==> src/hdl/fpadd_pkg.sv <==
package fpadd_pkg;

  // ========================================
  // Single precision word layout
  // ========================================

  // Full IEEE-754 word
  localparam int W = 32;

  // Biased exponent field
  localparam int EW = 8;

  // Stored fraction field, hidden bit not included
  localparam int SW = 23;

  // Working significand: hidden bit, fraction, two guard bits
  localparam int SWR = SW + 3;

  // Shift amount width, covers any shift up to SWR
  localparam int EWR = 5;

  // Largest finite biased exponent, 254
  localparam logic [EW-1:0] EXP_MAX = {{(EW-1){1'b1}}, 1'b0};

  // ========================================
  // Activity chain
  // ========================================

  localparam int N_STAGES = 7;

  // Token positions, oldest stage in the lowest bit
  localparam int ST_INIT = 0;
  localparam int ST_EXP  = 1;
  localparam int ST_SHT1 = 2;
  localparam int ST_SHT2 = 3;
  localparam int ST_SGF  = 4;
  localparam int ST_NRM  = 5;
  localparam int ST_NRM2 = 6;

  // Shifter levels ahead of the mid register
  localparam int SHT1_LEVELS = 2;

endpackage

==> src/hdl/fpadd_barrel_shifter.sv <==
module fpadd_barrel_shifter (
  input  logic                       clk,
  input  logic                       reset_i,
  input  logic                       align_active_i,
  input  logic                       norm_active_i,
  input  logic [fpadd_pkg::SW-1:0]   minor_frac_i,
  input  logic [fpadd_pkg::EWR-1:0]  align_amount_i,
  input  logic [fpadd_pkg::SWR-1:0]  raw_sig_i,
  input  logic                       carry_i,
  input  logic [fpadd_pkg::EWR-1:0]  lz_count_i,
  output logic [fpadd_pkg::SWR-1:0]  shifted_o
);

  // Bit order reversal, turns the right shifter into a left shifter
  function automatic logic [fpadd_pkg::SWR-1:0] flip(input logic [fpadd_pkg::SWR-1:0] d);
    logic [fpadd_pkg::SWR-1:0] r;
    for (int i = 0; i < fpadd_pkg::SWR; i++) begin
      r[i] = d[fpadd_pkg::SWR-1-i];
    end
    return r;
  endfunction

  // One level: right shift by n, vacated MSBs take the fill bit
  function automatic logic [fpadd_pkg::SWR-1:0] shr_fill(
    input logic [fpadd_pkg::SWR-1:0] d,
    input int                        n,
    input logic                      f
  );
    logic [fpadd_pkg::SWR-1:0] mask;
    mask = ~({fpadd_pkg::SWR{1'b1}} >> n);
    return (d >> n) | (mask & {fpadd_pkg::SWR{f}});
  endfunction

  logic [fpadd_pkg::SWR-1:0]                       src;
  logic [fpadd_pkg::EWR-1:0]                       amt;
  logic                                            left;
  logic                                            fill;
  logic [fpadd_pkg::SWR-1:0]                       half_a;
  logic [fpadd_pkg::SWR-1:0]                       mid_data_q;
  logic [fpadd_pkg::EWR-fpadd_pkg::SHT1_LEVELS-1:0] mid_amt_q;
  logic                                            mid_left_q;
  logic                                            mid_fill_q;
  logic [fpadd_pkg::SWR-1:0]                       half_b;

  // ========================================
  // First half, SHT1 or NRM
  // ========================================

  // Align source: smaller operand with hidden bit and guard bits
  assign src = norm_active_i ? raw_sig_i : {1'b1, minor_frac_i, 2'b00};

  // Carry out of the adder means one place right, else left by the LZD count
  assign amt  = norm_active_i ? (carry_i ? {{(fpadd_pkg::EWR-1){1'b0}}, 1'b1} : lz_count_i)
                              : align_amount_i;
  assign left = norm_active_i & ~carry_i;
  assign fill = norm_active_i & carry_i;

  always_comb begin
    half_a = left ? flip(src) : src;
    for (int k = 0; k < fpadd_pkg::SHT1_LEVELS; k++) begin
      if (amt[k]) begin
        half_a = shr_fill(half_a, 1 << k, fill);
      end
    end
  end

  // ========================================
  // Mid register
  // ========================================

  always_ff @(posedge clk) begin
    if (align_active_i | norm_active_i) begin
      mid_data_q <= half_a;
      // Low amount bits are already spent
      mid_amt_q  <= amt[fpadd_pkg::EWR-1:fpadd_pkg::SHT1_LEVELS];
    end
  end

  // Direction and fill follow the data
  always_ff @(posedge clk) begin
    if (reset_i) begin
      mid_left_q <= 1'b0;
      mid_fill_q <= 1'b0;
    end else if (align_active_i | norm_active_i) begin
      mid_left_q <= left;
      mid_fill_q <= fill;
    end
  end

  // ========================================
  // Second half, SHT2 or NRM2
  // ========================================

  always_comb begin
    half_b = mid_data_q;
    for (int k = fpadd_pkg::SHT1_LEVELS; k < fpadd_pkg::EWR; k++) begin
      if (mid_amt_q[k - fpadd_pkg::SHT1_LEVELS]) begin
        half_b = shr_fill(half_b, 1 << k, mid_fill_q);
      end
    end
  end

  // Undo the reversal for a left shift
  assign shifted_o = mid_left_q ? flip(half_b) : half_b;

endmodule

==> src/hdl/fpadd_formatter.sv <==
module fpadd_formatter (
  input  logic [fpadd_pkg::EW-1:0]  major_exp_i,
  input  logic [fpadd_pkg::EWR-1:0] lz_count_i,
  input  logic                      carry_i,
  input  logic                      sign_i,
  input  logic                      zero_i,
  input  logic [fpadd_pkg::SWR-1:0] norm_sig_i,
  output logic [fpadd_pkg::W-1:0]   packed_o,
  output logic                      overflow_o,
  output logic                      underflow_o
);

  // One extra bit, top bit set means the exponent went negative
  logic [fpadd_pkg::EW:0] exp_new;
  logic                   exp_over;
  logic                   exp_under;

  // ========================================
  // Exponent adjust
  // ========================================

  assign exp_new = carry_i ? {1'b0, major_exp_i} + 1'b1
                           : {1'b0, major_exp_i}
                             - {{(fpadd_pkg::EW+1-fpadd_pkg::EWR){1'b0}}, lz_count_i};

  // Only the carry path can pass EXP_MAX
  assign exp_over  = ~exp_new[fpadd_pkg::EW] & (exp_new[fpadd_pkg::EW-1:0] > fpadd_pkg::EXP_MAX);
  // Zero or negative
  assign exp_under = exp_new[fpadd_pkg::EW] | (exp_new == '0);

  // Exact zero masks both flags
  assign overflow_o  = ~zero_i & exp_over;
  assign underflow_o = ~zero_i & exp_under;

  // ========================================
  // Packing
  // ========================================

  always_comb begin
    if (zero_i) begin
      packed_o = '0;
    end else if (exp_over) begin
      // Signed infinity
      packed_o = {sign_i, {fpadd_pkg::EW{1'b1}}, {fpadd_pkg::SW{1'b0}}};
    end else if (exp_under) begin
      // Signed zero
      packed_o = {sign_i, {(fpadd_pkg::W-1){1'b0}}};
    end else begin
      // Hidden bit and guard bits dropped, truncation
      packed_o = {sign_i, exp_new[fpadd_pkg::EW-1:0], norm_sig_i[fpadd_pkg::SWR-2:2]};
    end
  end

endmodule

==> src/hdl/fpadd_lzd.sv <==
module fpadd_lzd (
  input  logic [fpadd_pkg::SWR-1:0] raw_sig_i,
  output logic [fpadd_pkg::EWR-1:0] lz_count_o
);

  // Running count and first-one marker
  logic [fpadd_pkg::EWR-1:0] count;
  logic                      found;

  // ========================================
  // Priority scan from the MSB
  // ========================================

  always_comb begin
    count = '0;
    found = 1'b0;
    for (int i = fpadd_pkg::SWR-1; i >= 0; i--) begin
      if (raw_sig_i[i]) begin
        // First one stops the count
        found = 1'b1;
      end else if (!found) begin
        count = count + 1'b1;
      end
    end
  end

  // All-zero input ends at SWR
  assign lz_count_o = count;

endmodule

==> src/hdl/fpadd_operand_sort.sv <==
module fpadd_operand_sort (
  input  logic [fpadd_pkg::W-1:0] op_x_i,
  input  logic [fpadd_pkg::W-1:0] op_y_i,
  input  logic                    add_subt_i,
  output logic [fpadd_pkg::W-2:0] major_o,
  output logic [fpadd_pkg::W-2:0] minor_o,
  output logic                    op_eff_o,
  output logic                    sign_o,
  output logic                    zero_o
);

  // Magnitudes without the sign bit
  logic [fpadd_pkg::W-2:0] mag_x;
  logic [fpadd_pkg::W-2:0] mag_y;
  logic                    sign_x;
  logic                    sign_y;
  logic                    x_wins;
  logic                    equal;

  assign mag_x  = op_x_i[fpadd_pkg::W-2:0];
  assign mag_y  = op_y_i[fpadd_pkg::W-2:0];
  assign sign_x = op_x_i[fpadd_pkg::W-1];
  assign sign_y = op_y_i[fpadd_pkg::W-1];

  // Exponent sits above the fraction, so an integer compare orders them
  assign x_wins = (mag_x >= mag_y);
  assign equal  = (mag_x == mag_y);

  // Larger magnitude goes to the major slot
  assign major_o = x_wins ? mag_x : mag_y;
  assign minor_o = x_wins ? mag_y : mag_x;

  // Subtract when the signs differ, flipped again by a requested subtract
  assign op_eff_o = sign_x ^ sign_y ^ add_subt_i;

  // Exact cancellation
  assign zero_o = op_eff_o & equal;

  always_comb begin
    if (zero_o) begin
      // Cancellation gives +0
      sign_o = 1'b0;
    end else if (x_wins) begin
      sign_o = sign_x;
    end else begin
      // Y dominates, negated by a subtract
      sign_o = sign_y ^ add_subt_i;
    end
  end

endmodule

==> src/hdl/fpadd_stage_ctrl.sv <==
module fpadd_stage_ctrl (
  input  logic                           clk,
  input  logic                           reset_i,
  input  logic                           start_i,
  output logic [fpadd_pkg::N_STAGES-1:0] stage_active_o,
  output logic                           load_input_o,
  output logic                           busy_o,
  output logic                           ready_o
);

  // One bit per stage, a set bit marks an operation in that stage
  logic [fpadd_pkg::N_STAGES-1:0] token_q;
  logic                           ready_q;

  // ========================================
  // Start acceptance
  // ========================================

  // Shifter first half is taken while a token sits in SHT1
  assign busy_o = token_q[fpadd_pkg::ST_SHT1];

  // Start while busy is dropped
  assign load_input_o = start_i & ~busy_o;

  // ========================================
  // Token chain and ready pulse
  // ========================================

  always_ff @(posedge clk) begin
    if (reset_i) begin
      token_q <= '0;
      ready_q <= 1'b0;
    end else begin
      // New token enters INIT, all others move one stage on
      token_q <= {token_q[fpadd_pkg::N_STAGES-2:0], load_input_o};
      // Result register loads on the same edge
      ready_q <= token_q[fpadd_pkg::ST_NRM2];
    end
  end

  assign stage_active_o = token_q;
  assign ready_o        = ready_q;

endmodule

==> src/hdl/fpadd_top.sv <==
module fpadd_top (
  input  logic                    clk,
  input  logic                    reset_i,
  input  logic                    start_i,
  input  logic [fpadd_pkg::W-1:0] data_x_i,
  input  logic [fpadd_pkg::W-1:0] data_y_i,
  input  logic                    add_subt_i,
  output logic                    busy_o,
  output logic                    ready_o,
  output logic [fpadd_pkg::W-1:0] result_o,
  output logic                    overflow_o,
  output logic                    underflow_o,
  output logic                    zero_o
);

  logic [fpadd_pkg::N_STAGES-1:0] stage_active;
  logic                           load_input;

  // Input register
  logic [fpadd_pkg::W-1:0]   x_q, y_q;
  logic                      as_q;
  // INIT results
  logic [fpadd_pkg::W-2:0]   init_major, init_minor;
  logic                      init_op, init_sign, init_zero;
  // EXP register and shift amount
  logic [fpadd_pkg::W-2:0]   e_major_q, e_minor_q;
  logic                      e_op_q, e_sign_q, e_zero_q;
  logic [fpadd_pkg::EW-1:0]  exp_diff;
  logic [fpadd_pkg::EWR-1:0] align_amt;
  // SHT1 and SHT2 registers
  logic [fpadd_pkg::W-2:0]   s1_major_q, s2_major_q;
  logic [fpadd_pkg::SW-1:0]  s1_minor_frac_q;
  logic [fpadd_pkg::EWR-1:0] s1_amt_q;
  logic                      s1_op_q, s1_sign_q, s1_zero_q;
  logic                      s2_op_q, s2_sign_q, s2_zero_q;
  // SGF register and adder
  logic [fpadd_pkg::W-2:0]   g_major_q;
  logic [fpadd_pkg::SWR-1:0] g_minor_sig_q, g_major_sig;
  logic                      g_op_q, g_sign_q, g_zero_q;
  logic [fpadd_pkg::SWR:0]   sum;
  // NRM and NRM2 registers
  logic [fpadd_pkg::SWR-1:0] n_raw_q;
  logic [fpadd_pkg::EW-1:0]  n_exp_q, n2_exp_q;
  logic                      n_carry_q, n_sign_q, n_zero_q;
  logic [fpadd_pkg::EWR-1:0] n_lz, n2_lz_q;
  logic                      n2_carry_q, n2_sign_q, n2_zero_q;
  // Shifter and formatter outputs
  logic [fpadd_pkg::SWR-1:0] shifted;
  logic [fpadd_pkg::W-1:0]   fmt_word;
  logic                      fmt_over, fmt_under;

  fpadd_stage_ctrl u_ctrl (
    .clk            (clk),
    .reset_i        (reset_i),
    .start_i        (start_i),
    .stage_active_o (stage_active),
    .load_input_o   (load_input),
    .busy_o         (busy_o),
    .ready_o        (ready_o)
  );

  // ========================================
  // Input and INIT
  // ========================================

  always_ff @(posedge clk) begin
    if (load_input) begin
      x_q  <= data_x_i;
      y_q  <= data_y_i;
      as_q <= add_subt_i;
    end
  end

  fpadd_operand_sort u_sort (
    .op_x_i     (x_q),
    .op_y_i     (y_q),
    .add_subt_i (as_q),
    .major_o    (init_major),
    .minor_o    (init_minor),
    .op_eff_o   (init_op),
    .sign_o     (init_sign),
    .zero_o     (init_zero)
  );

  // ========================================
  // EXP, exponent difference
  // ========================================

  always_ff @(posedge clk) begin
    if (stage_active[fpadd_pkg::ST_INIT]) begin
      e_major_q <= init_major;
      e_minor_q <= init_minor;
      {e_op_q, e_sign_q, e_zero_q} <= {init_op, init_sign, init_zero};
    end
  end

  // Major exponent is never the smaller one
  assign exp_diff = e_major_q[fpadd_pkg::W-2:fpadd_pkg::SW] - e_minor_q[fpadd_pkg::W-2:fpadd_pkg::SW];
  // Large gaps saturate, the minor operand shifts out entirely
  assign align_amt = (|exp_diff[fpadd_pkg::EW-1:fpadd_pkg::EWR]) ? '1
                                                                 : exp_diff[fpadd_pkg::EWR-1:0];

  // ========================================
  // SHT1 and SHT2
  // ========================================

  always_ff @(posedge clk) begin
    if (stage_active[fpadd_pkg::ST_EXP]) begin
      s1_major_q      <= e_major_q;
      s1_minor_frac_q <= e_minor_q[fpadd_pkg::SW-1:0];
      s1_amt_q        <= align_amt;
      {s1_op_q, s1_sign_q, s1_zero_q} <= {e_op_q, e_sign_q, e_zero_q};
    end
    if (stage_active[fpadd_pkg::ST_SHT1]) begin
      s2_major_q <= s1_major_q;
      {s2_op_q, s2_sign_q, s2_zero_q} <= {s1_op_q, s1_sign_q, s1_zero_q};
    end
  end

  // Alignment in SHT1/SHT2, normalisation in NRM/NRM2
  fpadd_barrel_shifter u_shift (
    .clk            (clk),
    .reset_i        (reset_i),
    .align_active_i (stage_active[fpadd_pkg::ST_SHT1]),
    .norm_active_i  (stage_active[fpadd_pkg::ST_NRM]),
    .minor_frac_i   (s1_minor_frac_q),
    .align_amount_i (s1_amt_q),
    .raw_sig_i      (n_raw_q),
    .carry_i        (n_carry_q),
    .lz_count_i     (n_lz),
    .shifted_o      (shifted)
  );

  // ========================================
  // SGF, significand add or subtract
  // ========================================

  always_ff @(posedge clk) begin
    if (stage_active[fpadd_pkg::ST_SHT2]) begin
      g_major_q     <= s2_major_q;
      g_minor_sig_q <= shifted;
      {g_op_q, g_sign_q, g_zero_q} <= {s2_op_q, s2_sign_q, s2_zero_q};
    end
  end

  assign g_major_sig = {1'b1, g_major_q[fpadd_pkg::SW-1:0], 2'b00};
  assign sum = g_op_q ? {1'b0, g_major_sig} - {1'b0, g_minor_sig_q}
                      : {1'b0, g_major_sig} + {1'b0, g_minor_sig_q};

  // ========================================
  // NRM and NRM2
  // ========================================

  always_ff @(posedge clk) begin
    if (stage_active[fpadd_pkg::ST_SGF]) begin
      n_raw_q   <= sum[fpadd_pkg::SWR-1:0];
      n_exp_q   <= g_major_q[fpadd_pkg::W-2:fpadd_pkg::SW];
      // Borrow out of a subtract is not a carry
      n_carry_q <= sum[fpadd_pkg::SWR] & ~g_op_q;
      {n_sign_q, n_zero_q} <= {g_sign_q, g_zero_q};
    end
    if (stage_active[fpadd_pkg::ST_NRM]) begin
      n2_exp_q <= n_exp_q;
      n2_lz_q  <= n_lz;
      {n2_carry_q, n2_sign_q, n2_zero_q} <= {n_carry_q, n_sign_q, n_zero_q};
    end
  end

  fpadd_lzd u_lzd (
    .raw_sig_i  (n_raw_q),
    .lz_count_o (n_lz)
  );

  fpadd_formatter u_fmt (
    .major_exp_i (n2_exp_q),
    .lz_count_i  (n2_lz_q),
    .carry_i     (n2_carry_q),
    .sign_i      (n2_sign_q),
    .zero_i      (n2_zero_q),
    .norm_sig_i  (shifted),
    .packed_o    (fmt_word),
    .overflow_o  (fmt_over),
    .underflow_o (fmt_under)
  );

  // ========================================
  // Output register
  // ========================================

  always_ff @(posedge clk) begin
    if (reset_i) begin
      result_o    <= '0;
      overflow_o  <= 1'b0;
      underflow_o <= 1'b0;
      zero_o      <= 1'b0;
    end else if (stage_active[fpadd_pkg::ST_NRM2]) begin
      // Same edge as ready
      result_o    <= fmt_word;
      overflow_o  <= fmt_over;
      underflow_o <= fmt_under;
      zero_o      <= n2_zero_q;
    end
  end

endmodule

==> config.mk <==
export PLATFORM = sky130hd
export DESIGN_NAME = fpadd_top
export DESIGN_NICKNAME = d
export VERILOG_FILES = /design/src/hdl/fpadd_pkg.sv /design/src/hdl/fpadd_barrel_shifter.sv /design/src/hdl/fpadd_formatter.sv /design/src/hdl/fpadd_lzd.sv /design/src/hdl/fpadd_operand_sort.sv /design/src/hdl/fpadd_stage_ctrl.sv /design/src/hdl/fpadd_top.sv
export SDC_FILE = /design/constraint.sdc
export NUM_CORES = 1
export LEC_CHECK = 0
export ABC_CLOCK_PERIOD_IN_PS = 18850
export BUFFER_PORTS_ARGS = -buffer_cell sky130_fd_sc_hd__buf_2
export CAP_MARGIN = 10
export CORE_ASPECT_RATIO = 1.5
export CORE_MARGIN = 5
export CORE_UTILIZATION = 60
export CTS_CLUSTER_DIAMETER = 120
export DETAILED_ROUTE_END_ITERATION = 7
export GPL_TIMING_DRIVEN = 0
export PLACE_DENSITY = 0.82
export SYNTH_ARGS = -nofsm -noshare
export SYNTH_HDL_FRONTEND = slang
export SYNTH_SLANG_ARGS = --single-unit
export TNS_END_PERCENT = 50
==> constraint.sdc <==
create_clock -name clk -period 18.85 [get_ports clk]
set_input_delay 3.77 -clock clk [delete_from_list [all_inputs] [get_ports clk]]
set_output_delay 3.77 -clock clk [all_outputs]
set_load 0.01 [all_outputs]
=== Word level (Yosys, flattened, before mapping) ===
Index checks and enable logic that the tools add are counted.

* Memory bits (read-only): 0
* Output and inout port bits: 37
* Bits in latches: 0
* Flip-flop bits (word level): 413
* Memories: 0
* RAM bits: 0
* Logic and storage cells: 195

* $mul: 0
* Magnitude comparators: 2
* Reduce and logical (&&, ||, !) cells: 2
* Div/mod/pow operators: 0
* $add $sub $neg: 30
* Multiplexer cells: 94
* Bitwise gates (word level): 23
* Shift operators: 0
* Eq/ne operators: 1

{| class="wikitable"
|+ Operator list
! cell !! number
|-
| $mux W5 || 52
|-
| $mux W26 || 8
|-
| $mux W31 || 4
|-
| $add A5 B1 Y5 const B || 24
|-
| $mux W32 || 1
|-
| $eq A31 B31 Y1 || 1
|-
| $ge A31 B31 Y1 || 1
|-
| $add A26 B26 Y27 || 1
|-
| $mux W1 || 27
|-
| $mux W27 || 1
|-
| $sub A26 B26 Y27 || 1
|-
| $or A10 B26 Y26 || 1
|-
| $or A18 B26 Y26 || 1
|-
| $or A22 B26 Y26 || 1
|-
| $or A24 B26 Y26 || 1
|-
| $or A25 B26 Y26 || 1
|-
| $add A8 B1 Y9 const B || 1
|-
| $logic_not A9 Y1 || 1
|-
| $mux W9 || 1
|-
| $sub A8 B5 Y9 || 1
|-
| $and A1 B1 Y1 || 8
|-
| $gt A8 B8 Y1 const B || 1
|-
| $sub A8 B8 Y8 || 1
|-
| $not A1 Y1 || 5
|-
| other kinds (4) || 7
|}

=== Depth between registers and ports, before layout ===
* Depth in word-level cells: 81
* Mapped depth: 78

=== Cells and area by module ===
From an unflattened synthesis, not the netlist that was laid out.

* Cells, all modules: 2,028
* Area, all modules: 23,747.8 um^2

{| class="wikitable"
|+ Modules (own cells, without submodules)
! module !! sequential area each (um^2) !! times used !! cells each !! area an instance (um^2)
|-
| fpadd_top || 10,880.4 || 1 || 898 || 14,422.6
|-
| fpadd_barrel_shifter || 910.9 || 1 || 422 || 3,797.4
|-
| fpadd_lzd || 0.0 || 1 || 382 || 2,670.1
|-
| fpadd_operand_sort || 0.0 || 1 || 185 || 1,597.8
|-
| fpadd_formatter || 0.0 || 1 || 123 || 1,029.7
|-
| fpadd_stage_ctrl || 160.2 || 1 || 18 || 230.2
|}

=== Worst setup path after synthesis ===
OpenSTA, ideal clock, no wires.

* Path kind: reg2reg
* Start: register n_raw_q[24] in the netlist's numbering
* End: register u_shift.mid_data_q[23] in the netlist's numbering (data pin)
* Required time: 18,588 ps
* Setup time: 262 ps
* Cell stages (with the launch flop): 76
* Data arrival time: 13,464 ps
* Setup slack: 5,124 ps
* Clock period less this slack: 13,726 ps
* Path buffers: 3
* Path through: edfxtp_1 buf_2 or2_1 inv_1 ha_1 o21ai_0 a21o_1 o21ai_0 ha_1 nand2b_1 a21oi_1 xnor2_1 o21ai_0 ha_1 a21oi_1 o21ai_0 xor2_1 o21ai_0 [... 40 more ...] o21ai_0 o221ai_1 xnor2_1 a31oi_1 o21ai_1 a22oi_1 ha_1 o21ai_0 a22oi_2 ha_1 mux2_2 ha_1 mux2i_1 a21oi_1 a31oi_1 buf_2 buf_2 mux2_1

{| class="wikitable"
|+ RTL lines
! item !! RTL line !! RTL
|-
| from (decl) || fpadd_top.sv:42 || <nowiki>logic [fpadd_pkg::SWR-1:0] n_raw_q;</nowiki>
|-
| from (signal assigned) || fpadd_top.sv:156 || <nowiki>n_raw_q <= sum[fpadd_pkg::SWR-1:0];</nowiki>
|-
| $mux W5 || fpadd_lzd.sv:18 || <nowiki>if (raw_sig_i[i]) begin</nowiki>
|-
| $add A5 B1 Y5 || fpadd_lzd.sv:22 || <nowiki>count = count + 1'b1;</nowiki>
|-
| $mux W5 || fpadd_lzd.sv:21 || <nowiki>end else if (!found) begin</nowiki>
|-
| $mux W5 || fpadd_lzd.sv:18 ||
|-
| $add A5 B1 Y5 || fpadd_lzd.sv:22 ||
|-
| $mux W5 || fpadd_lzd.sv:21 ||
|-
| $mux W5 || fpadd_lzd.sv:18 ||
|-
| $add A5 B1 Y5 || fpadd_lzd.sv:22 ||
|-
| [... 61 more ...] || - ||
|-
| $mux W5 || fpadd_lzd.sv:18 ||
|-
| $add A5 B1 Y5 || fpadd_lzd.sv:22 ||
|-
| $mux W5 || fpadd_lzd.sv:21 ||
|-
| $mux W5 * || fpadd_lzd.sv:18 ||
|-
| net n_lz, one bit || fpadd_top.sv:45 || <nowiki>logic [fpadd_pkg::EWR-1:0] n_lz, n2_lz_q;</nowiki>
|-
| $mux W5 * (2 in a row) || fpadd_barrel_shifter.sv:53 || <nowiki>assign amt = norm_active_i ? (carry_i ? {{(fpadd_pkg::EWR-1){1'b0}}, 1'b1} : lz_count_i)</nowiki>
|-
| $mux W26 * || fpadd_barrel_shifter.sv:61 || <nowiki>if (amt[k]) begin</nowiki>
|-
| net u_shift.half_a, one bit || fpadd_barrel_shifter.sv:38 || <nowiki>logic [fpadd_pkg::SWR-1:0] half_a;</nowiki>
|-
| to (signal assigned) || fpadd_barrel_shifter.sv:73 || <nowiki>mid_data_q <= half_a;</nowiki>
|-
| to (decl) || fpadd_barrel_shifter.sv:39 || <nowiki>logic [fpadd_pkg::SWR-1:0] mid_data_q;</nowiki>
|}

Mark *: on every way through the listed nets, which the timed path passes. The rest lies on a longest branch.
A chain may end at the register's enable or synchronous reset.

=== Worst setup path in the final report ===
Ends and elaborated chain as after synthesis.

==> metrics.txt <==
Initial DRC Count=1098; fin nets=2366; row cnt=87; initial antenna violation count=1; area delta synth->final=10.8%; dpl cell area=24100 sq um; area leader, netlist=edfxtp_1; first-pass GRT wire length=84.7 mm; Synth async-reset ratio=0; setup TNS=0 ps; hpwl dp=42.2 mm; grt total ovfl=0; share of cells above drive strength 1=0.126; GRT Total Usage=0.252; I/O pins=105; most common cell in the synthesized netlist=edfxtp_1; Synth Instances=2030; pre-CTS setup slack=2780 ps; CTS tree=done; Die W=169 microns; die area=42100 sq um; critical path's slowest cell=a21oi_1; CP Data Required Time=19140 ps; clk buf depth=3; final core occ=0.671; Peak supply drop=89.5 uV; drc violations=0; Critical Path Start Type=flop; GP Congestion=0.994; antenna cells=0; largest family of logic cells by synthesized area=simple AND/OR/NAND/NOR gates; Syn. warnings=0; vias in the first global route=16.4k; fill cell count=2846; initial core utilization=0.606; count of final hold-check violations=0; Post-synth EDFFs=368; worst min-delay path class=reg -> reg; H-tree Lvls=2; Buffers on Ports=103; Hold WS=414 ps; slew margin rel.=0.237; Largest stage delay, worst path=470 ps; later-pin clock latency in the skew report=550 ps; CTS Sinks=413; Total Wirelength=53.6 mm; Seq cells post-synth=413; Commonest cells post-synth=368 x edfxtp_1, 181 x a21oi_1, 173 x nor2_1; Synth Area in Simple Gates=0.121; Final ANT Viol Nets=0; cts hold-fix bufs=0; Worst-Margin Slew=1140 ps; clk root buf=clkbuf_16; syn avg cell area=11.2 sq um; vias per cell=5.99; Yosys top cell area share=0.484; maxcap violations=0; Worst Slack Setup Final=2670 ps; Power Dens Cells=75.5 nW/um^2; crit share post-route=0.858; Fmax=61.8 MHz; mux share of post-synthesis cell area=0.0777; clock skew=16.6 ps; Compound-Gate Fraction of Synth Area=0.117; via count=16.1k; sequential area share after synthesis=0.524; crit path DAT=16480 ps; distinct cell type count after synthesis=91; pin count of the biggest net entering global routing=47; Post-Synth XOR/XNOR Area=0.0584; post-cts repair resize count=0; synthesized-area fraction occupied by adder cells=0.0682; status=complete, no violations; syn_nets=2219; Setup CP Type=reg -> reg; Synth area leaders=edfxtp_1 48%, ha_1 6.5%, a21oi_1 4.0%; leakage power=9.79 nW; Top FF cell, synth=edfxtp_1; Num CTS Buffers=38; Cell Area, Synth=22800 sq um; core area=37700 sq um; minimum clock period=16180 ps; setup bufs post-CTS=0; CP max FO=10; Clock transition at path regs=70 ps; wire per inst=19.9 microns; Detailed Routing Iterations Pass 1=6; RSZ-0062 raised after global routing=false; CP Capture Type=flop; die height=249 microns; CP most frequent cell=ha_1; Final Cell Area=25300 sq um; Final setup viols=0; final count of pins violating max slew=0
[path summary, 6_finish.rpt]
kind / from / to / slack, ps / cells past startpoint
worst max-delay path: n_raw_q[24] / u_shift.mid_data_q[23] / 2670 / 75
worst min-delay path: s2_major_q[16] / g_major_q[16] / 410 / 0
worst max register to register: n_raw_q[24] / u_shift.mid_data_q[23] / 2670 / 75
worst min register to register: s2_major_q[16] / g_major_q[16] / 410 / 0
[cell usage in the layout, fill, tap and decap left out, types with 10 or more instances in the layout]
cell	netlist	routed
a21o_1	17	17
a21oi_1	181	181
a31oi_1	16	16
buf_2	10	113
clkbuf_1	70	77
clkbuf_16	0	38
clkinv_1	2	10
dfxtp_1	45	40
edfxtp_1	368	368
ha_1	118	118
inv_1	117	117
mux2_1	19	19
mux2_2	48	48
mux2i_1	86	86
nand2_1	117	117
nand2b_1	28	28
nand3_1	28	28
nand4_1	22	22
nor2_1	173	173
nor2b_1	78	77
nor3_1	38	38
o21a_1	12	12
o21ai_0	118	118
o21bai_1	14	14
o31ai_1	11	11
xnor2_1	74	74
xor2_1	33	33
[where the power goes]
part | leakage [nW] | switching, mW | internal, mW
sequential | 3.77 | 0.0153 | 1.03
clock | 0.605 | 0.331 | 0.424
combinational | 5.42 | 0.0657 | 0.0467
[registers in the layout, summed over array words and instances, names as in the netlist, 23 cells and up]
| register | flops |
|---|---|
| u_shift.mid_data_q | 26 |
| e_minor_q | 31 |
| s1_major_q | 31 |
| s1_minor_frac_q | 23 |
| n_raw_q | 26 |
| g_minor_sig_q | 26 |
| result_o | 32 |
| x_q | 32 |
| e_major_q | 31 |
| g_major_q | 31 |
| s2_major_q | 31 |
| y_q | 32 |
[stage by stage]
| stage | std cells | power (mW) |
|---|---|---|
| finish | 2696 | 1.91 |
| global route | 2696 | 1.98 |
| CTS | 2696 | 1.92 |
| detailed placement | 2626 | 1.17 |
| global placement | 2622 | 1.16 |
| floorplan | 2030 | 1.13 |
[routing by layer]
metal	wire length, microns	global-route usage
met5	0	0
met4	3870	0.157
met3	2620	0.0287
met2	28700	0.471
met1	18500	0.264
[cell families (layout without fill, tap and decap cells)]
kind of cell	count (synthesis)	count (layout)
simple gates	553	553
compound gates	446	446
flops	413	413
buf+inv	208	385
xor+xnor	127	127
mux	160	160
fa+ha+maj	123	123
[cell type report]
class                           count  area, sq um  area share
Buffer                             89          350      0.0139
Clock buffer                       46          991      0.0392
Clock inverter                     24          245     0.00970
Inverter                          119          447      0.0177
Multi-Input combinational cell   1409        10100       0.399
Sequential cell                   413        12000       0.473
Tap cell                          489          612      0.0242
Timing Repair Buffer              107          596      0.0236
[worst max-delay path, delay by kind of cell (launching register included)]
family,cells,cell delay (ps)
XOR/XNOR,8,1270
adder cells (fa/ha/maj),13,3870
flip-flops,1,400
AND/OR/NAND/NOR,10,1170
AO/OA/AOI/OAI,30,5940
buffers and inverters,4,940
multiplexers,10,2360
(Power assumes the default switching activity.)
